<file path="config.mk">
export PLATFORM = sky130hd
export DESIGN_NAME = phv_out_merge
export DESIGN_NICKNAME = d
export VERILOG_FILES = /design/src/action_pkg.sv /design/src/phv_out_merge.sv
export SDC_FILE = /design/constraint.sdc
export NUM_CORES = 1
export LEC_CHECK = 0
export ABC_AREA = 1
export BUFFER_PORTS_ARGS = -buffer_cell sky130_fd_sc_hd__clkbuf_2
export CAP_MARGIN = 20
export CORE_AREA = 2 2 594 596
export DETAILED_ROUTE_END_ITERATION = 7
export DIE_AREA = 0 0 596 598
export SYNTH_ARGS = -nofsm -noshare
export SYNTH_HDL_FRONTEND = slang
export SYNTH_SLANG_ARGS = --single-unit
</file>
<file path="constraint.sdc">
create_clock -name axis_clk -period 0.8 [get_ports axis_clk]
set_clock_uncertainty 0.15 [all_clocks]
set_input_delay 0.04 -clock axis_clk [delete_from_list [all_inputs] [get_ports axis_clk]]
set_output_delay 0.04 -clock axis_clk [all_outputs]
set_load 0.005 [all_outputs]
</file>
<file path="src/action_pkg.sv">
package action_pkg;

    localparam int phv_w      = 512;
    localparam int hdr_bytes  = 32;
    localparam int ram_depth  = 32;
    localparam int ram_addr_w = 5;
    localparam int ram_data_w = 32;
    localparam int max_op_w   = 64;

    typedef enum logic [3:0] {
        op_add      = 4'd1,
        op_sub      = 4'd2,
        op_addi     = 4'd3,
        op_subi     = 4'd4,
        op_load     = 4'd5,
        op_store    = 4'd6,
        op_redirect = 4'd8,
        op_discard  = 4'd9
    } opcode_e;

    // code 3 falls back to the 2-byte table
    typedef enum logic [1:0] {
        w2b = 2'd0,
        w4b = 2'd1,
        w8b = 2'd2
    } width_e;

    typedef struct packed {
        width_e     width;
        logic [2:0] idx;
    } field_sel_t;

    typedef struct packed {
        opcode_e     opcode;
        field_sel_t  sel_a;
        logic [15:0] arg;
    } action_t;

    typedef struct packed {
        logic [hdr_bytes-1:0][7:0]                 hdr;
        logic [7:0][7:0]                           off_2b;
        logic [7:0][7:0]                           off_4b;
        logic [7:0][7:0]                           off_8b;
        logic [7:0]                                out_port;
        logic [phv_w-hdr_bytes*8-3*64-8-1-1:0]     rsvd;
        logic                                      discard;
    } phv_t;

    typedef struct packed {
        logic                  en;
        logic [ram_addr_w-1:0] addr;
        logic [ram_data_w-1:0] data;
    } ram_wr_t;

    function automatic logic [3:0] width_bytes(input width_e w);
        case (w)
            w4b:     return 4'd4;
            w8b:     return 4'd8;
            default: return 4'd2;
        endcase
    endfunction

    function automatic logic [7:0] field_offset(input phv_t p, input field_sel_t s);
        case (s.width)
            w4b:     return p.off_4b[s.idx];
            w8b:     return p.off_8b[s.idx];
            default: return p.off_2b[s.idx];
        endcase
    endfunction

    // header byte 0 sits in hdr[hdr_bytes-1]
    function automatic logic [max_op_w-1:0] read_field(input phv_t p, input field_sel_t s);
        logic [7:0]          off;
        logic [4:0]          pos;
        logic [3:0]          nb;
        logic [max_op_w-1:0] val;
        off = field_offset(p, s);
        nb  = width_bytes(s.width);
        val = '0;
        for (int i = 0; i < 8; i++) begin
            if (4'(i) < nb) begin
                pos = off[4:0] + 5'(i);
                val = {val[max_op_w-9:0], p.hdr[5'(hdr_bytes-1) - pos]};
            end
        end
        return val;
    endfunction

    function automatic phv_t write_field(input phv_t p, input field_sel_t s,
                                         input logic [max_op_w-1:0] v);
        phv_t                r;
        logic [7:0]          off;
        logic [4:0]          pos;
        logic [3:0]          nb;
        logic [max_op_w-1:0] rest;
        r    = p;
        off  = field_offset(p, s);
        nb   = width_bytes(s.width);
        rest = v;
        // last byte of the field takes the lowest value byte
        for (int i = 7; i >= 0; i--) begin
            if (4'(i) < nb) begin
                pos = off[4:0] + 5'(i);
                r.hdr[5'(hdr_bytes-1) - pos] = rest[7:0];
                rest = rest >> 8;
            end
        end
        return r;
    endfunction

endpackage

</file>
<file path="src/phv_out_merge.sv">
`timescale 1ns/1ns

module phv_out_merge (
    input  logic             axis_clk,
    input  logic             aresetn,
    input  logic             alu_done,
    input  action_pkg::phv_t alu_phv,
    input  logic             load_done,
    input  action_pkg::phv_t load_phv,
    output action_pkg::phv_t phv_out,
    output logic             phv_out_valid
);

    // engines never finish together, both high counts as nothing
    always_ff @(posedge axis_clk or negedge aresetn) begin
        if (!aresetn) begin
            phv_out       <= '0;
            phv_out_valid <= 1'b0;
        end else begin
            case ({alu_done, load_done})
                2'b10: begin
                    phv_out       <= alu_phv;
                    phv_out_valid <= 1'b1;
                end
                2'b01: begin
                    phv_out       <= load_phv;
                    phv_out_valid <= 1'b1;
                end
                default: begin
                    phv_out       <= '0;
                    phv_out_valid <= 1'b0;
                end
            endcase
        end
    end

endmodule

</file>
Word level (Yosys, flattened, before mapping) --
Index checks and enable logic that the tools add are counted.
Cells by class: equal/unequal tests 2, multiplexer cells 2, reductions and logical operators 1
Operators with widths (number):
- $pmux W512 S2 | 1
- $eq A2 B1 Y1 const B | 1
- $eq A2 B2 Y1 const B | 1
- $reduce_or A2 Y1 | 1
- $mux W1 | 1
Word-level totals: flip-flop bits (word level) 513, output and inout port bits 513

Logic depth before layout (Yosys ltp) --
Gate-level depths: netlist of the first run.
depth in word-level cells 3, gate-level depth with buffers 7, gate-level depth less buffers 4

Worst setup path after synthesis of the first run --
No wires, ideal clock.
kind input to register, from input port alu_done, to register phv_out[439] in the netlist's numbering, library setup time 124 ps, data arrival time 860 ps, data required time 526 ps, slack -333 ps, stages on the path 6, cells stage by stage inv_1 -> ha_1 -> buf_2 -> buf_2 -> buf_2 -> a21oi_1
On the way: cells in the longest elaborated chain, start to end 2, elaborated cells between the ends (all ways) 3
Ends and longest elaborated chain:
- from (decl) | RTL line phv_out_merge.sv:6 | input logic alu_done,
- $eq A2 B1 Y1 or $eq A2 B2 Y1 (tied branches) | RTL line phv_out_merge.sv:20 | case ({alu_done, load_done})
- $pmux W512 S2 * | RTL line phv_out_merge.sv:20
- to (signal assigned) | RTL line phv_out_merge.sv:22 | phv_out <= alu_phv;
- to (signal assigned) | RTL line phv_out_merge.sv:26 | phv_out <= load_phv;
- to (decl) | RTL line phv_out_merge.sv:10 | output action_pkg::phv_t phv_out,
Mark *: on every way between the ends. The rest lies on a longest branch, timed or not.

Worst setup path in the final report of the first run --
from register phv_out[366] in the netlist's numbering, to output port phv_out[366] in the netlist's numbering
No word-level cell between the ends.

==> results of run 1 <==
-- power by group --
part | total, W | switching (W) | internal (W) | leakage (nW)
Combinational | 0.0231 | 0.0117 | 0.0113 | 16.5
Clock | 0.0365 | 0.0147 | 0.0217 | 1.24
Sequential | 0.0284 | 0.000997 | 0.0274 | 6.91
-- area by class of cell --
type / count / share of cell area (%)
inverters: 3 / 0.03384
diodes: 149 / 0.6724
clock buffers: 89 / 3.547
repair buffers: 3115 / 49.10
well taps: 4620 / 10.42
multi-input cells: 1538 / 12.01
flip-flops and latches: 513 / 23.17
clock inverters: 35 / 1.040
-- cells by family after synthesis --
logic type | Yosys count | share of synthesized area, %
buf+inv | 174 | 6.582
compound gates | 512 | 12.42
fa+ha+maj | 2 | 0.1213
simple gates | 1024 | 18.64
flops | 513 | 62.24
-- worst min-delay path: stages --
cell and delay (ns):
clkbuf_2 0.20, inv_8 0.04, ha_4 0.20, nand2_1 0.12
a21oi_1 0.07
-- cell usage in the layout, fill, tap and decap left out, drive strengths merged --
master          n
dfrtp         513
clkinvlp        5
diode         149
bufinv         13
bufbuf          6
nand2        1024
a21oi         512
dlygate4sd3  1388
clkbuf       1365
ha              2
inv             8
buf           445
clkinv         12
-- per-stage QoR --
| stage | power, W | setup slack [ns] | area (sq um) | std cells | utilization, % |
|---|---|---|---|---|---|
| floorplan | 0.03237 | -0.2168 | 21250 | 2225 | - |
| global placement | 0.04364 | -1.070 | 36930 | 8387 | 10.53 |
| detailed placement | 0.04360 | -1.085 | 36930 | 8387 | 10.53 |
| CTS | 0.08894 | -0.9307 | 54810 | 9913 | 15.62 |
| global route | 0.09138 | -0.9014 | 55300 | 10000 | 15.76 |
| finish | 0.08798 | -0.8131 | 55450 | 10060 | 15.81 |
-- registers in the layout (all words and copies together), names as in the netlist --
register / cells
phv_out_valid: 1
phv_out: 512
-- per-layer routing --
layer | vias up | wire length (microns)
met2 | 2303 | 129800
li1 | 13340 | -
met3 | 845 | 40080
met5 | - | 1389
met4 | 198 | 19070
met1 | 15080 | 120800
-- what timing repair did --
item                                    in CTS  in global routing
cloned                                       6                  0
hold endpoints to repair                  1025                807
hold buffers                              1392                  1
endpoints found under the setup margin     525               1474
setup buffers                                4                  0
resized for setup                          254                175
-- worst paths after layout --
| kind | slack [ns] | cells after the start | start | endpoint |
|---|---|---|---|---|
| max | -0.81 | 1 | phv_out[366]$_DFF_PN0_ | phv_out[366] |
| min | -0.21 | 5 | alu_done | phv_out[129]$_DFF_PN0_ |
| max in group asynchronous | -0.74 | 8 | aresetn | phv_out[293]$_DFF_PN0_ |
| min in group asynchronous | 0 | 7 | aresetn | phv_out[305]$_DFF_PN0_ |
==> summary.md, run 1 <==
| Metric | Value |
|---|---|
| Status | finished, violations left |
| Violated checks | negative hold slack, negative setup slack |
| Peak VDD IR | 1.217 mV |
| Max-Cap Viols | 0 |
| Hpwl dp | roughly 270000 microns |
| First-pass GRT wire length | 377300 microns |
| 1st-pass router iterations | 6 |
| Hold crit path type | in -> reg |
| Largest net degree at the start of global routing | 72 |
| Cell Area, Synth | 20630 sq um |
| Die area | 356400 sq um |
| Final hold violation count | 205 |
| Worst slew pin tran | about 1.0 ns |
| GRT Resource Usage Total | 16.75% |
| Area leader, netlist | dfrtp_1 |
| Share of cells above drive strength 1 | 36.07% |
| Antenna violations before repair | 344 |
| Relative slew slack | 30.10% |
| Vert. Die Dim | 598 microns |
| GRT Residual Overflow | 0 |
| Max incr delay on CP | about 0.43 ns |
| Met2 usage | between 20 and 30% |
| Core box area | approximately 350000 sq um |
| Pwr per Cell Area | around 1600 nW/um^2 |
| Row count | 218 |
| Count leader, synth | nand2_1 |
| Number of synthesized flops with an enable pin | 0 |
| Register Area | about 13000 sq um |
| Yosys reg bits | between 500 and 600 |
| Top-area cell type share of the netlist area | 62.24% |
| ANT nets after route | 0 |
| Worst Hold Slack | -0.2124 ns |
| Leakage | 24.64 nW |
| TritonCTS Sinks | 513 |
| Drt via density | 3.157 |
| Syn avg cell area | 9.270 sq um |
| Area occupied by multi-input gates | 6663 sq um |
| Fillers | between 30000 and 40000 |
| Worst setup margin | -0.8131 ns |
| Synth Instances | 2225 |
| Synth top area cells | dfrtp_1 62%, nand2_1 19%, a21oi_1 12% |
| Synth warn | 0 |
| Top delay family on crit path | flip-flops |
| GR Util met3 | 8.741% |
| CP max-delay cell | dfrtp_1 |
| Crit-path max FO | 1 |
| Post-Route WL | 311200 microns |
| Avg WL per Cell | between 30 and 40 microns |
| Layout area overhead | 168.9% |
| Total CTS buffers | 72 |
| WP buf/inv | 1 |
| # IOs | 1541 |
| CTS clk-pin slew, worst paths | 0.06 ns |
| Initial Utilization | under 10% |
| Tcrit/Tclk final | 201.6% |
| Die width | 596 microns |
| # setup viols final | 1473 |
| Vias in the first global route | around 33000 |
| H-tree depth | 3 |
| CTS root buffer | clkbuf_16 |
| CTS tree | yes |
| Seq/Total Area, Yosys | approximately 62% |
| Setup_tns | -723.85 ns |
| Net count, final | about 6300 |
| Setup Crit Path Kind | reg -> out |
| Most used DFF post-synth | dfrtp_1 |
| Met1 Use GR | 19.33% |
| Crit path DAT | 1.42 ns |
| Most frequent cells after synthesis | 1024 x nand2_1, 513 x dfrtp_1, 512 x a21oi_1 |
| Min cycle time layout | 1.613 ns |
| Detailed Route Iter0 Violations | 2568 |
| Synth Net Count | 3255 |
| Critical Path RT | around 0.61 ns |
| Final GP Congestion | around 1.1 |
| Slew Viols, Final | 0 |
| Busiest grt layer | met2 |
| DRC errors left | 0 |
| Startpoint Class | register |
| CP endpoint kind | primary output |
| Cell variety after synth | 10 |
| RSZ-0062 raised after global routing | true |
| CTS max path bufs | 4 |
| Routed via count | 31760 |
| PortBufs | 1540 |
| Fmax | a little over 0.6 GHz |
| Ys async rst share | 100.0% |
| Ordered cell list for the critical path | buf_12 |
Note: power is estimated with default switching activity, not from simulation.
==> inputs of run 2 (changes only) <==
- MAX_ROUTING_LAYER: not set -> met4
==> run 2 against run 1 <==
  * The run still ends with negative hold slack, negative setup slack left
  * Total power shrank 3.2%
  * Wire length fell by 1.2%
  * Sequential share of layout area increased by 0.94 points
  * Design area shrank 3.9%
  * Fmax rose by 0.55%
  * Critical path depth did not move
  * Via count fell by 5.1%
  * Combinational power shrank 3%
  * Clock power fell by 5.8%
  * Final cell count down 2.3%
  * Critical path type unchanged
  * Highest routed layer is now met4
==> summary.md, run 2 (synthesized netlist as in run 1, its figures left out) <==
| Metric | Value |
|---|---|
| CTS tree | yes |
| Critical path depth | 1 |
| Tcrit/Tclk final | 200.5% |
| # setup viols final | 588 |
| Core box area | 350800 sq um |
| Fillers | 39500 |
| Worst slew pin tran | roughly 0.49 ns |
| Row count | between 200 and 250 |
| Setup_tns | -342.59 ns |
| Crit-path max FO | 1 |
| Worst Hold Slack | -0.4235 ns |
| Post-Route WL | 307300 microns |
| Top delay family on crit path | flip-flops |
| Die width | 596 microns |
| CTS clk-pin slew, worst paths | 0.06 ns |
| Hpwl dp | 266800 microns |
| Total CTS buffers | 70 |
| Critical Path RT | just over 0.6 ns |
| Met2 usage | between 20% and 30% |
| Net count, final | 5997 |
| PortBufs | 1540 |
| Layout area overhead | 158.3% |
| Status | finished, violations left |
| ANT nets after route | 0 |
| Vias in the first global route | 31260 |
| Antenna violations before repair | roughly 320 |
| Area occupied by multi-input gates | approximately 7100 sq um |
| Crit path DAT | 1.41 ns |
| Top Registers | phv_out (512), phv_out_valid (1) |
| Largest net degree at the start of global routing | 65 |
| RSZ-0062 raised after global routing | true |
| Final GP Congestion | between 1 and 1.5 |
| # IOs | 1541 |
| Die area | 356400 sq um |
| Initial Utilization | 5.880% |
| Most common cell after layout, fill and taps aside | clkbuf_2 |
| H-tree depth | 3 |
| Startpoint Class | register |
| Ordered cell list for the critical path | buf_12 |
| GRT Residual Overflow | 0 |
| # hold bufs at CTS | 1221 |
| Min cycle time layout | 1.604 ns |
| Fmax | 0.6233 GHz |
| Detailed Route Iter0 Violations | 2200 |
| CTS root buffer | clkbuf_16 |
| GRT Resource Usage Total | 16.79% |
| Avg WL per Cell | 31.27 microns |
| Share of cells above drive strength 1 | between 40% and 50% |
| 1st-pass router iterations | 6 |
| Setup Crit Path Kind | reg -> out |
| Hold crit path type | in -> async |
| Leading cell types in the layout, fill and taps excluded | 1247 x clkbuf_2, 1039 x dlygate4sd3_1, 1006 x nand2_1 |
| Peak VDD IR | about 1.0 mV |
| Final cell count without fillers | about 10000 |
| Leakage | 23.90 nW |
| CTS max path bufs | 4 |
| Vert. Die Dim | 598 microns |
| First-pass GRT wire length | 367100 microns |
| Most flops, register | phv_out |
| Relative slew slack | 67.18% |
| Max incr delay on CP | 0.43 ns |
| Drt via density | a little over 3 |
| Register Area | 12840 sq um |
| CP endpoint kind | primary output |
| DP Area | 36970 sq um |
| DRC errors left | 0 |
| Violated checks | negative hold slack, negative setup slack |
| GR Util met3 | 8.201% |
| Routed via count | 30140 |
| Placed insts | 8409 |
| Final hold violation count | 445 |
| CP max-delay cell | dfrtp_1 |
| Max-Cap Viols | 0 |
| WP buf/inv | 1 |
| Slew Viols, Final | 0 |
| Met1 Use GR | 19.09% |
| Cell area after layout | roughly 53000 sq um |
| Busiest grt layer | met2 |
| Largest register FFs | 512 |
| TritonCTS Sinks | 513 |
| Worst setup margin | -0.8043 ns |
| Pwr per Cell Area | 1599 nW/um^2 |
## run 2: cell count changes in the layout (fill, tap and decap cells not counted), moves of 22 or more
| cell | previous run | this run |
|---|---|---|
| dlygate4sd3_1 | 1388 | 1039 |
| a21oi_2 | 55 | 152 |
| dlymetal6s4s_1 | 0 | 44 |
| a21oi_1 | 457 | 359 |
| diode_2 | 149 | 198 |
| buf_4 | 124 | 146 |
## run 2: repair_timing
| item | CTS | global route |
|---|---|---|
| cloned | 3 | 13 |
| endpoints found under the hold margin | 1025 | 500 |
| pin swaps | 0 | 119 |
| buffers inserted | 4 | 9 |
| resized for setup | 240 | 381 |
| endpoints found under the setup margin | 545 | 897 |
## run 2: worst paths after layout
kind	startpoint	end	slack [ns]
hold / removal	aresetn	phv_out[406]$_DFF_PN0_	-0.42
max in group asynchronous	aresetn	phv_out[348]$_DFF_PN0_	0.22
setup / recovery	phv_out[111]$_DFF_PN0_	phv_out[111]	-0.80
min in group axis_clk	load_done	phv_out[129]$_DFF_PN0_	-0.29
## run 2: routing by layer
metal | wire length (microns) | up-vias | part of all wire [%]
met4 | 18780 | 0 | 6.1
met1 | 120800 | 14500 | 39
met3 | 39280 | 640 | 13
li1 | - | 12860 | -
met5 | 0 | - | 0
met2 | 128400 | 2141 | 42
## run 2: area by class of cell
| cell class | instances | share of cell area (%) |
|---|---|---|
| clock buffer | 86 | 3.612 |
| timing repair buffer | 2841 | 46.34 |
| multi-input combinational | 1538 | 13.29 |
| tap | 4620 | 10.85 |
| antenna | 198 | 0.9300 |
| inverter | 3 | 0.03992 |
| sequential | 513 | 24.11 |
| clock inverter | 30 | 0.8220 |
## run 2: metrics by stage
| stage | worst slack, ns | power [W] | util, % | hold slack (ns) |
|---|---|---|---|---|
| 6_report | -0.8043 | 0.08520 | 15.19 | -0.4235 |
| 3_5_place_dp | -1.062 | 0.04353 | 10.54 | -0.2345 |
| 4_1_cts | -0.9173 | 0.08590 | 15.05 | -0.4815 |
| 5_1_grt | -0.8741 | 0.08834 | 15.17 | -0.4475 |
| 2_1_floorplan | -0.2168 | 0.03237 | - | -0.4056 |
| 3_3_place_gp | -1.072 | 0.04355 | 10.54 | -0.2345 |
## run 2: where the power goes
group,switching (W),internal (W)
Clock,0.0141,0.0203
Sequential,0.000963,0.0274
Combinational,0.0118,0.0106
Total,0.0268,0.0584
