<file path="src/action_pkg.sv">
package action_pkg;

    localparam int phv_w      = 512;
    localparam int hdr_bytes  = 32;
    localparam int ram_depth  = 32;
    localparam int ram_addr_w = 5;
    localparam int ram_data_w = 32;
    localparam int max_op_w   = 64;

    typedef enum logic [3:0] {
        op_add      = 4'd1,
        op_sub      = 4'd2,
        op_addi     = 4'd3,
        op_subi     = 4'd4,
        op_load     = 4'd5,
        op_store    = 4'd6,
        op_redirect = 4'd8,
        op_discard  = 4'd9
    } opcode_e;

    // code 3 falls back to the 2-byte table
    typedef enum logic [1:0] {
        w2b = 2'd0,
        w4b = 2'd1,
        w8b = 2'd2
    } width_e;

    typedef struct packed {
        width_e     width;
        logic [2:0] idx;
    } field_sel_t;

    typedef struct packed {
        opcode_e     opcode;
        field_sel_t  sel_a;
        logic [15:0] arg;
    } action_t;

    typedef struct packed {
        logic [hdr_bytes-1:0][7:0]                 hdr;
        logic [7:0][7:0]                           off_2b;
        logic [7:0][7:0]                           off_4b;
        logic [7:0][7:0]                           off_8b;
        logic [7:0]                                out_port;
        logic [phv_w-hdr_bytes*8-3*64-8-1-1:0]     rsvd;
        logic                                      discard;
    } phv_t;

    typedef struct packed {
        logic                  en;
        logic [ram_addr_w-1:0] addr;
        logic [ram_data_w-1:0] data;
    } ram_wr_t;

    function automatic logic [3:0] width_bytes(input width_e w);
        case (w)
            w4b:     return 4'd4;
            w8b:     return 4'd8;
            default: return 4'd2;
        endcase
    endfunction

    function automatic logic [7:0] field_offset(input phv_t p, input field_sel_t s);
        case (s.width)
            w4b:     return p.off_4b[s.idx];
            w8b:     return p.off_8b[s.idx];
            default: return p.off_2b[s.idx];
        endcase
    endfunction

    // header byte 0 sits in hdr[hdr_bytes-1]
    function automatic logic [max_op_w-1:0] read_field(input phv_t p, input field_sel_t s);
        logic [7:0]          off;
        logic [4:0]          pos;
        logic [3:0]          nb;
        logic [max_op_w-1:0] val;
        off = field_offset(p, s);
        nb  = width_bytes(s.width);
        val = '0;
        for (int i = 0; i < 8; i++) begin
            if (4'(i) < nb) begin
                pos = off[4:0] + 5'(i);
                val = {val[max_op_w-9:0], p.hdr[5'(hdr_bytes-1) - pos]};
            end
        end
        return val;
    endfunction

    function automatic phv_t write_field(input phv_t p, input field_sel_t s,
                                         input logic [max_op_w-1:0] v);
        phv_t                r;
        logic [7:0]          off;
        logic [4:0]          pos;
        logic [3:0]          nb;
        logic [max_op_w-1:0] rest;
        r    = p;
        off  = field_offset(p, s);
        nb   = width_bytes(s.width);
        rest = v;
        // last byte of the field takes the lowest value byte
        for (int i = 7; i >= 0; i--) begin
            if (4'(i) < nb) begin
                pos = off[4:0] + 5'(i);
                r.hdr[5'(hdr_bytes-1) - pos] = rest[7:0];
                rest = rest >> 8;
            end
        end
        return r;
    endfunction

endpackage

</file>
<file path="src/kv_ram.sv">
`timescale 1ns/1ns

module kv_ram (
    input  logic                                  axis_clk,
    input  logic                                  aresetn,
    input  action_pkg::ram_wr_t                   wr,
    input  logic [action_pkg::ram_addr_w-1:0]     rd_addr,
    output logic [action_pkg::ram_data_w-1:0]     rd_data
);

    import action_pkg::*;

    logic [ram_data_w-1:0] mem [ram_depth];

    always_ff @(posedge axis_clk) begin
        if (wr.en) begin
            mem[wr.addr] <= wr.data;
        end
    end

    // read word is ready one cycle after the address
    always_ff @(posedge axis_clk or negedge aresetn) begin
        if (!aresetn) begin
            rd_data <= '0;
        end else begin
            rd_data <= mem[rd_addr];
        end
    end

endmodule

</file>
<file path="config.mk">
export PLATFORM = sky130hd
export DESIGN_NAME = kv_ram
export DESIGN_NICKNAME = d
export VERILOG_FILES = /design/src/action_pkg.sv /design/src/kv_ram.sv
export SDC_FILE = /design/constraint.sdc
export NUM_CORES = 1
export LEC_CHECK = 0
export ABC_AREA = 0
export BUFFER_PORTS_ARGS = -buffer_cell sky130_fd_sc_hd__clkbuf_2
export CORE_ASPECT_RATIO = 1.25
export CORE_MARGIN = 4
export CORE_UTILIZATION = 35
export CTS_BUF_LIST = sky130_fd_sc_hd__clkbuf_2 sky130_fd_sc_hd__clkbuf_4 sky130_fd_sc_hd__clkbuf_8
export CTS_CLUSTER_SIZE = 12
export DETAILED_ROUTE_END_ITERATION = 12
export SYNTH_ARGS = -nofsm -noshare
export SYNTH_HDL_FRONTEND = slang
export SYNTH_SLANG_ARGS = --single-unit
</file>
<file path="constraint.sdc">
create_clock -name axis_clk -period 1.3 [get_ports axis_clk]
set_input_delay 0 -clock axis_clk [delete_from_list [all_inputs] [get_ports axis_clk]]
set_output_delay 0 -clock axis_clk [all_outputs]
set_load 0.01 [all_outputs]
</file>
---- Word level (Yosys, flattened, before mapping) ----
Memories as Yosys holds them, arrays and structs flattened. A register that Yosys moved wholly into a read port is not among the register bits.
Index checks and enable logic that the tools add are counted.
W data, S select, Z words.
storage, ports and cells
  bits in registers ....................... 0
  memory bits (writable) .................. 1,024
  bits of input ports ..................... 45
  output and inout bits ................... 32
  memories ................................ 1
memory list
  memory  depth  width  rd ports  clocked after memory_dff  wr ports  line          text
  mem     32     32     1         1                         1         kv_ram.sv:13  logic [ram_data_w-1:0] mem [ram_depth];
cells by class
  multiplexer cells ....................... 2
  reduce and logical (&&, ||, !) cells .... 1
operators by type and width
  operator          count
  $mux W1           2
  $logic_not A1 Y1  1

---- Depth between registers and ports, before layout ----
Gate-level depths: netlist (run 1).
  word-level depth ........................ 2
  mapped depth ............................ 8

---- Least setup slack after synthesis (run 1) ----
OpenSTA, ideal clock, no wires.
  kind .................................... input-to-reg
  start ................................... input port wr[33] (netlist bit)
  end ..................................... memory mem[12][0] (enable)
  library setup time ...................... 0.421 ns
  data arrival time ....................... 2.013 ns
  data required time ...................... 0.879 ns
  path slack .............................. -1.134 ns
  cell stages on the path ................. 3
  path buffers ............................ 1
  cells stage by stage .................... or3b_2 > clkbuf_1 > nor2_1
RTL lines
  what                line          text
  start: declaration  kv_ram.sv:6   input action_pkg::ram_wr_t wr,
  end: declaration    kv_ram.sv:13
Straight into the memory's write port.

---- Worst setup path after layout (run 1) ----
  start ................................... register rd_data[13] (netlist bit), read port of mem
  end ..................................... output port rd_data[13] (netlist bit)
RTL lines
  what                line         text
  start: declaration  kv_ram.sv:8  output logic [action_pkg::ram_data_w-1:0] rd_data
No word-level cell between the ends.

==> metrics.csv, run 1 <==
stage,metric,value,unit
outcome,status,"complete, but fails checks",
outcome,violations,setup timing,
placed_design,hpwl,65.82,mm
logic_synthesis,synth_edf_count,1024,
power_and_ir_drop,power,68.19,mW
finish,seqCellArea,0.03156,mm2
power_and_ir_drop,power_frac_seq,0.558,
logic_synthesis,synthCells,2260,
sta,worst-slew-pin-transition,650.0,ps
clocking,cts_buffers,152,
sta,setup_tns,-2256,ps
sta,rsz0062_at_grt,yes,
floorplanning,start_util,0.3531,
logic_synthesis,yosysTopAreaCell,edfxtp_1,
drt,dr_total_vias,22450,
drt,dr.pass1.iters,5,
logic_synthesis,synth_fp_nets,2305,
critical_path,cp_slowest_cell,dfrtp_2,
power_and_ir_drop,switching_power,15.20,mW
finish,multiInputGateArea,0.008782,mm2
critical_path,cp.arrival,1460,ps
sta,fin_crit,1462,ps
clocking,cts_root_buf,clkbuf_8,
finish,syn_to_final_growth,21.64,%
sta,hold_viol_final,0,
logic_synthesis,syn-cell-area,0.04065,mm2
grt,grt_pass1_wl,156.1,mm
placed_design,preCtsSetupSlack,-362.9,ps
critical_path,rrSetupSlack,-160,ps
drt,drtIter0Drc,1830,
finish,nNetsFinal,2717,
drt,routedWlPerCell,25.03,um
placed_design,dp_cells,4017,
drt,ant_nets,0,
critical_path,end_kind,output port,
placed_design,io_buffers,76,
critical_path,crit_buf_inv,1,
logic_synthesis,synth_common_cells,"edfxtp_1 (1,024), mux2i_1 (512), nand2_1 (98), nand3_1 (98)",
sta,holdWs,94.02,ps
floorplanning,die-area,0.1217,mm2
logic_synthesis,synth_ff_type,edfxtp_1,
finish,stdcell_area,0.04944,mm2
critical_path,cp.required,1300,ps
clocking,htree_levels,4,
sta,worst_slack,-161.6,ps
floorplanning,num_io_pins,77,
finish,finalCoreUtilization,0.4294,
logic_synthesis,ys_seq_area_frac,0.7762,
logic_synthesis,yosysMostFrequentCell,edfxtp_1,
logic_synthesis,yosysWarnings,0,
grt,grt_max_degree,33,
logic_synthesis,async_flop_share,0.03030,
power_and_ir_drop,p_leak,17.53,nW
sta,setup_viol,33,
run,cap_violations,0,
floorplanning,num_rows,139,
clocking,clkSlewWorstSetupHoldPaths,60,ps
finish,fin_cells,4347,
logic_synthesis,ys_types,25,
power_and_ir_drop,ir_worst_vdd,0.0009149,V
drt,viasPerCell,5.165,
logic_synthesis,synth_area_per_cell,17.99,um2
logic_synthesis,ys_top_cells_by_area,"edfxtp_1 (76%), mux2i_1 (13%), dfrtp_1 (2.0%)",
clocking,cts_buffer_depth,3,
sta,fmax,684.2,MHz
critical_path,critPathMaxFanout,1,
sta,drv_slew,0,
sta,period_share,1.124,
critical_path,critPathTopFamily,flip-flops,
drt,wl,108.8,mm
logic_synthesis,ys_seq_elements,1056,
finish,drive_gt1_frac,0.2332,
grt,gr-usage-all-layers,0.1753,
power_and_ir_drop,pwr-share-clk,0.377,
clocking,clk_latency,850,ps
sta,skew,28.26,ps
power_and_ir_drop,p_int,52.99,mW
grt,grt_pass1_vias,23210,
logic_synthesis,synth_top_area_frac,0.7565,
placed_design,placed_area,0.04567,mm2
critical_path,path_class,reg2out,
placed_design,globalplace.congestion,0.7898,
power_and_ir_drop,p_comb_frac,0.065,
finish,fillCellCount,10120,
critical_path,path_cells,buf_6,
grt,grt_overflow,0,
clocking,cts_tree,built,
critical_path,crit_path_start_kind,register,
clocking,clock-sinks,1056,
floorplanning,die_h,389.0,um
drt,drc_errors,0,
hold_path,hp-class,in2reg,
floorplanning,core-area,0.1151,mm2
critical_path,cpPeakStageDelay,470,ps
floorplanning,die_w,312.8,um
power_and_ir_drop,powerDensity,1379,mW/mm2
grt,antenna_found_initial,6,
sta,slew_headroom,0.5666,
power_and_ir_drop,p_sw_frac,0.2229,
-- timing repair --
| action | CTS | global route |
|---|---|---|
| hold endpoints to repair | 1863 | 0 |
| gates cloned | 0 | 2 |
| setup buffers | 0 | 8 |
| endpoints found under the setup margin | 36 | 62 |
| gates resized for setup | 12 | 61 |
| hold buffers | 45 | 0 |
| pin swaps | 7 | 24 |
-- layout make-up --
class,instances,area share
Multi-Input combinational cell,1078,0.1776
Antenna cell,5,0.0002531
Timing Repair Buffer,384,0.08490
Tap cell,1551,0.03925
Sequential cell,1056,0.6382
Clock buffer,212,0.05319
Clock inverter,61,0.006554
-- final timing paths --
| kind | start | endpoint | depth (start not counted) |
|---|---|---|---|
| setup / recovery | rd_data[13] | rd_data[13] | 1 |
| setup reg to reg | mem[0][16] | rd_data[16] | 6 |
| max in group asynchronous | aresetn | rd_data[9] | 4 |
| hold reg to reg | mem[11][23] | rd_data[23] | 4 |
| hold / removal | rd_addr[0] | rd_data[17] | 7 |
| min in group asynchronous | aresetn | rd_data[22] | 4 |
-- cells by family after synthesis --
logic type | share of synthesized area
AND/OR/NAND/NOR | 0.03087
AO/OA/AOI/OAI | 0.04827
flip-flops | 0.7762
multiplexers | 0.1261
buffers and inverters | 0.01859
-- metal layers --
metal / share of wire / GRT usage / vias to the layer above / wire length, um
li1: - / - / 9836 / -
met1: 0.40 / 0.2140 / 11740 / 43450
met2: 0.52 / 0.3145 / 676 / 56790
met3: 0.049 / 0.03037 / 205 / 5369
met4: 0.029 / 0.05782 / 2 / 3199
met5: 0.000064 / 0 / - / 7
-- cells in the final DEF, fill, tap and decap left out, types with 2 or more instances in the layout --
cell type,Yosys,routed
edfxtp_1,1024,1024
mux2i_1,512,512
clkbuf_8,0,167
buf_4,34,159
nand2_1,98,97
a22oi_1,96,96
a21oi_1,96,96
buf_12,0,96
nand3_1,98,91
a22o_1,64,64
clkbuf_2,0,59
clkbuf_4,2,47
dlygate4sd3_1,0,44
clkinv_1,0,35
nor2_4,0,33
dfrtp_1,32,27
a31oi_1,32,24
nor3_1,32,23
buf_6,15,16
clkinv_2,0,14
nor3_2,0,8
a31oi_2,0,7
nand3_2,0,6
diode_2,0,5
nand3b_1,5,5
inv_6,0,5
clkinvlp_4,0,5
dfrtp_2,0,5
or3b_4,0,3
buf_16,0,3
nand2b_2,0,2
buf_2,25,2
-- registers in the layout, summed over array words and instances (netlist names) --
signal / flops
rd_data: 32
mem: 1024
-- power groups by stage --
stage | registers (mW) | clock network (mW) | logic (mW)
floorplan | 38.8 | 0 | 2.02
global placement | 38.8 | 0 | 4.09
detailed placement | 38.8 | 0 | 4.17
CTS | 38.1 | 26.3 | 4.31
global route | 38.1 | 27.8 | 4.70
finish | 38.1 | 25.7 | 4.43
(Power assumes the default switching activity.)
==> run 2, diff against run 1 <==
Settings changed: CTS_BUF_LIST sky130_fd_sc_hd__clkbuf_2 sky130_fd_sc_hd__clkbuf_4 sky130_fd_sc_hd__clkbuf_8 to sky130_fd_sc_hd__clkbuf_8.
==> metrics.csv, run 2 (synthesized netlist as in run 1, its figures left out) <==
stage,metric,value,unit,change
sta,fin_crit,1490,ps,+28.81 ps
clocking,htree_levels,4,,unchanged
finish,stdcell_area,0.04927,mm2,-0.35%
clocking,cts_root_buf,clkbuf_8,,
critical_path,reg2reg_to,rd_data[16],,
grt,grt_pass1_vias,23170,,-0.15%
run,cap_violations,0,,unchanged
sta,setup_viol,32,,-3.0%
drt,dr.pass1.iters,5,,unchanged
hold_path,hp-class,in2reg,,
grt,antenna_found_initial,6,,unchanged
floorplanning,num_rows,139,,unchanged
drt,wl,108.8,mm,about the same
finish,largest_reg_flops,1024,,unchanged
drt,ant_nets,0,,unchanged
floorplanning,start_util,0.3531,,unchanged
placed_design,hpwl,65.82,mm,unchanged
sta,rsz0062_at_grt,yes,,
sta,worst-slew-pin-transition,666.6,ps,+16.58 ps
outcome,violations,setup timing,,
finish,largest_register,mem,,
clocking,clk_latency,850,ps,about the same
power_and_ir_drop,ir_worst_vdd,0.0009159,V,+0.12%
drt,drtIter0Drc,1717,,-6.2%
grt,gr-usage-all-layers,0.1751,,about the same
drt,viasPerCell,5.158,,-0.15%
power_and_ir_drop,p_leak,17.56,nW,+0.19%
critical_path,cp.required,2000,ps,+700 ps
clocking,cts_buffer_depth,3,,unchanged
clocking,cts_buffers,152,,unchanged
floorplanning,die_h,389.0,um,unchanged
finish,syn_to_final_growth,21.21,%,
sta,setup_tns,-2281,ps,-24.84 ps
placed_design,placed_area,0.04567,mm2,unchanged
sta,hold_viol_final,0,,unchanged
placed_design,globalplace.congestion,0.7898,,unchanged
power_and_ir_drop,powerDensity,1357,mW/mm2,-1.6%
finish,final_common_cell,edfxtp_1,,
critical_path,timing.rr.start,mem[0][16],,
drt,drc_errors,0,,unchanged
critical_path,ff2ff_path_depth,6,,unchanged
sta,skew,26.53,ps,-1.732 ps
finish,nNetsFinal,2717,,unchanged
grt,grt_overflow,0,,unchanged
clocking,cts_tree,built,,
sta,period_share,1.146,,+0.02216
finish,layout_common_cells,"edfxtp_1 (1,024), mux2i_1 (512), clkbuf_8 (167)",,
hold_path,whs_endpoint,rd_data[17],,
floorplanning,die_w,312.8,um,unchanged
sta,fmax,671.0,MHz,-1.9%
finish,drive_gt1_frac,0.2168,,-0.01648
critical_path,critPathMaxFanout,1,,unchanged
finish,top_regs,"mem (1024), rd_data (32)",,
outcome,status,"complete, but fails checks",,
floorplanning,die-area,0.1217,mm2,unchanged
critical_path,end_kind,register,,
sta,drv_slew,0,,unchanged
critical_path,path_class,reg2reg,,
clocking,clock-sinks,1056,,unchanged
finish,fin_cells,4347,,unchanged
floorplanning,num_io_pins,77,,unchanged
critical_path,crit_path_start_kind,register,,
placed_design,preCtsSetupSlack,-362.9,ps,unchanged
hold_path,min_delay_path_depth,7,,unchanged
grt,grt_max_degree,33,,unchanged
critical_path,cp.arrival,2190,ps,+730 ps
grt,grt_pass1_wl,156.1,mm,about the same
sta,slew_headroom,0.5556,,-0.01105
hold_path,hp-start,rd_addr[0],,
clocking,clkSlewWorstSetupHoldPaths,60,ps,about the same
floorplanning,core-area,0.1151,mm2,unchanged
placed_design,io_buffers,76,,unchanged
drt,dr_total_vias,22420,,-0.15%
drt,routedWlPerCell,25.03,um,about the same
sta,worst_slack,-190.4,ps,-28.81 ps
placed_design,dp_cells,4017,,unchanged
critical_path,rrSetupSlack,-190,ps,-30 ps
==> run 2: changes by cell type in the layout (fill, tap and decap cells not counted), sizes merged <==
cell | previous run | this run
clkbuf | 274 | 227
inv | 6 | 52
buf | 277 | 278
==> run 2: layout make-up <==
class	count	area, um2
Antenna cell	5	12.51
Sequential cell	1056	31560
Clock inverter	107	496.7
Clock buffer	166	2285
Fill cell	10130	65860
Timing Repair Buffer	384	4198
Tap cell	1551	1941
Multi-Input combinational cell	1078	8782
==> run 2: per-stage QoR <==
stage                 util  total power [mW]  hold WS, ps
floorplan                -             40.77       -295.6
global placement    0.3967             42.86        26.21
detailed placement  0.3967             42.96        35.84
CTS                 0.4251             67.38        226.0
global route        0.4279             69.28        102.9
finish              0.4279             66.85        98.04
==> run 2: layer usage <==
layer / vias to the layer above / GRT usage / routed length [um]
li1: 9827 / - / -
met2: 692 / 0.3145 / 56960
met4: 2 / 0.05824 / 3084
met5: - / 0 / 7
met1: 11710 / 0.2132 / 43350
met3: 191 / 0.03069 / 5388
==> run 2: how the worst max path moves through the flow <==
stage / from / end / slack (ps) / cells after the start
final: mem[0][16] / rd_data[16] / -190 / 6
after global placement: rd_addr[1] / rd_data[19] / -420 / 8
after CTS: rd_data[13] / rd_data[13] / -260 / 1
after detailed placement: rd_addr[1] / rd_data[19] / -360 / 8
after global routing: rd_data[13] / rd_data[13] / -220 / 1
after floorplan: wr[32] / mem[10][0] / -380 / 2
==> run 2: what timing repair did <==
action                                  4_1_cts  5_1_grt
gates cloned                                  0        2
hold endpoints to repair                   1856        0
gates resized for setup                      12       62
endpoints found under the setup margin       36       62
hold buffers                                 45        0
buffers inserted                              0        8
pin swaps                                     7       23
==> run 2: report_power, final <==
part / internal (mW) / switching [mW] / total (mW) / leakage [nW]
registers: 37.9 / 0.211 / 38.1 / 9.60
clock network: 12.0 / 12.4 / 24.3 / 1.59
logic: 1.83 / 2.61 / 4.44 / 6.37
==> run 2: critical path, cell delays in order, from the launching register on <==
cell and delay [ps]:
edfxtp_1 370, mux2i_1 200, a22o_1 210, nor3_2 50, a31oi_1 250, buf_4 190, nand3_2 80
==> run 3, diff against run 2 <==
Settings changed: CORE_ASPECT_RATIO 1.25 to default, CORE_UTILIZATION 35 to 55, PLACE_DENSITY from default to 0.71.
==> metrics.csv, run 3 (synthesized netlist as in run 1, its figures left out) <==
stage,metric,value,unit,change
clocking,cts_buffers,163,,+7.2%
critical_path,path_cells,buf_6,,
placed_design,placed_area,0.04500,mm2,-1.5%
finish,fin_cells,3777,,-13%
placed_design,preCtsSetupSlack,-361.8,ps,+1.129 ps
finish,final_common_cell,edfxtp_1,,
floorplanning,die_h,279.9,um,-28%
clocking,clkSlewWorstSetupHoldPaths,60,ps,about the same
sta,skew,27.27,ps,+0.7373 ps
finish,fillCellCount,4754,,-53%
drt,viasPerCell,6.014,,+17%
grt,grt_max_degree,42,,+27%
grt,grt_overflow,0,,unchanged
power_and_ir_drop,ir_worst_vdd,0.001030,V,+12%
finish,drive_gt1_frac,0.2120,,-0.004765
floorplanning,core-area,0.07308,mm2,-37%
clocking,clock-sinks,1056,,unchanged
drt,drtIter0Drc,2262,,+32%
critical_path,ff2ff_path_depth,5,,-1
drt,wl,101.6,mm,-6.6%
power_and_ir_drop,p_comb_frac,0.063,,-0.003
sta,setup_tns,-1621,ps,+660.0 ps
sta,holdWs,13.27,ps,-84.77 ps
drt,drc_errors,0,,unchanged
drt,ant_nets,0,,unchanged
critical_path,cp.arrival,1440,ps,-750 ps
clocking,cts_root_buf,clkbuf_8,,
grt,grt_pass1_wl,147.1,mm,-5.8%
sta,period_share,1.111,,-0.03573
clocking,post_cts_buffers,0,,unchanged
power_and_ir_drop,powerDensity,1410,mW/mm2,+3.9%
sta,slew_headroom,0.5722,,+0.01665
sta,fin_crit,1444,ps,-46.45 ps
critical_path,path_class,reg2out,,
outcome,status,"complete, but fails checks",,
clocking,cts_buffer_depth,3,,unchanged
finish,seqCellArea,0.03156,mm2,about the same
finish,nNetsFinal,2721,,+0.15%
critical_path,crit_buf_inv,1,,unchanged
critical_path,cp_slowest_cell,dfrtp_2,,
placed_design,globalplace.congestion,0.8167,,+3.4%
finish,largest_reg_flops,1024,,unchanged
hold_path,whs_endpoint,rd_data[18],,
hold_path,hp-class,in2reg,,
sta,fmax,692.5,MHz,+3.2%
hold_path,hp-start,rd_addr[2],,
clocking,clk_latency,810,ps,-40 ps
critical_path,critPathMaxFanout,1,,unchanged
run,cap_violations,0,,unchanged
grt,antenna_found_initial,5,,-1
sta,rsz0062_at_grt,yes,,
floorplanning,die_w,279.9,um,-11%
finish,layout_common_cells,"edfxtp_1 (1,024), mux2i_1 (511), clkbuf_8 (177)",,
power_and_ir_drop,power_frac_seq,0.553,,-0.017
floorplanning,die-area,0.07832,mm2,-36%
critical_path,crit_path_start_kind,register,,
clocking,htree_levels,4,,unchanged
sta,hold_viol_final,0,,unchanged
placed_design,dp_cells,3417,,-15%
drt,routedWlPerCell,26.91,um,+7.5%
floorplanning,num_rows,99,,-29%
critical_path,end_kind,output port,,
sta,worst_slack,-144.0,ps,+46.45 ps
hold_path,min_delay_path_depth,5,,-2
power_and_ir_drop,switching_power,15.37,mW,+1.2%
critical_path,timing.rr.start,mem[1][16],,
critical_path,cp.required,1300,ps,-700 ps
drt,dr_total_vias,22720,,+1.3%
grt,gr-usage-all-layers,0.2590,,+0.08389
critical_path,critPathTopFamily,flip-flops,,
power_and_ir_drop,p_int,53.56,mW,+3.7%
finish,largest_register,mem,,
power_and_ir_drop,p_sw_frac,0.2230,,-0.004197
floorplanning,start_util,0.5562,,+0.2031
finish,syn_to_final_growth,20.29,%,
critical_path,cpPeakStageDelay,480,ps,+110 ps
floorplanning,num_io_pins,77,,unchanged
power_and_ir_drop,power,68.93,mW,+3.1%
power_and_ir_drop,pwr-share-clk,0.384,,+0.020
sta,setup_viol,28,,-13%
drt,dr.pass1.iters,5,,unchanged
finish,stdcell_area,0.04890,mm2,-0.76%
critical_path,rrSetupSlack,0,ps,+190 ps
power_and_ir_drop,p_leak,17.80,nW,+1.4%
finish,multiInputGateArea,0.008706,mm2,-0.87%
sta,worst-slew-pin-transition,641.6,ps,-24.98 ps
grt,grt_pass1_vias,22850,,-1.4%
placed_design,io_buffers,76,,unchanged
sta,drv_slew,0,,unchanged
placed_design,hpwl,59.66,mm,-9.4%
outcome,violations,setup timing,,
critical_path,reg2reg_to,rd_data[16],,
finish,finalCoreUtilization,0.6690,,+0.2411
finish,top_regs,"mem (1024), rd_data (32)",,
clocking,cts_tree,built,,
-- run 3: changes by cell type in the layout (fill, tap and decap cells not counted), sizes merged, moves of 3 or more --
cell         delta
buf            -14
bufinv          +5
clkbuf         +12
clkinvlp        -4
diode           -3
dlygate4sd3     +6
inv            +18
-- run 3: layout make-up --
cell class,instances,share of cell area
Sequential cell,1056,0.6454
Multi-Input combinational cell,1078,0.1780
Timing Repair Buffer,377,0.08690
Clock buffer,177,0.04982
Tap cell,959,0.02454
Clock inverter,128,0.01515
Antenna cell,2,0.0001024
-- run 3: per-layer routing --
layer | track usage | part of all wire | routed length, um
met1 | 0.3437 | 0.39 | 39750
met2 | 0.4143 | 0.48 | 49010
met3 | 0.05859 | 0.080 | 8180
met4 | 0.1190 | 0.046 | 4652
met5 | 0 | 0.00035 | 36
-- run 3: worst max path at each step --
stage                     start  cells after the start     endpoint
floorplan                wr[32]                      2   mem[10][0]
global placement     rd_addr[0]                      8   rd_data[7]
detailed placement   rd_addr[2]                      7  rd_data[20]
CTS                 rd_data[15]                      1  rd_data[15]
global route        rd_data[15]                      1  rd_data[15]
finish              rd_data[15]                      1  rd_data[15]
-- run 3: power by group through the flow --
stage / clock (mW) / combinational (mW) / sequential (mW)
after floorplan: 0 / 2.02 / 38.8
after global placement: 0 / 4.01 / 38.8
after detailed placement: 0 / 4.11 / 38.8
after CTS: 26.8 / 4.26 / 38.1
after global routing: 28.5 / 4.63 / 38.1
final: 26.4 / 4.37 / 38.1
-- run 3: timing repair --
action                                   CTS  global route
hold buffers                              53             1
pin swaps                                  4            10
hold endpoints to repair                1508             1
cloned                                     0             2
resized for setup                         11            42
endpoints found under the setup margin    36            64
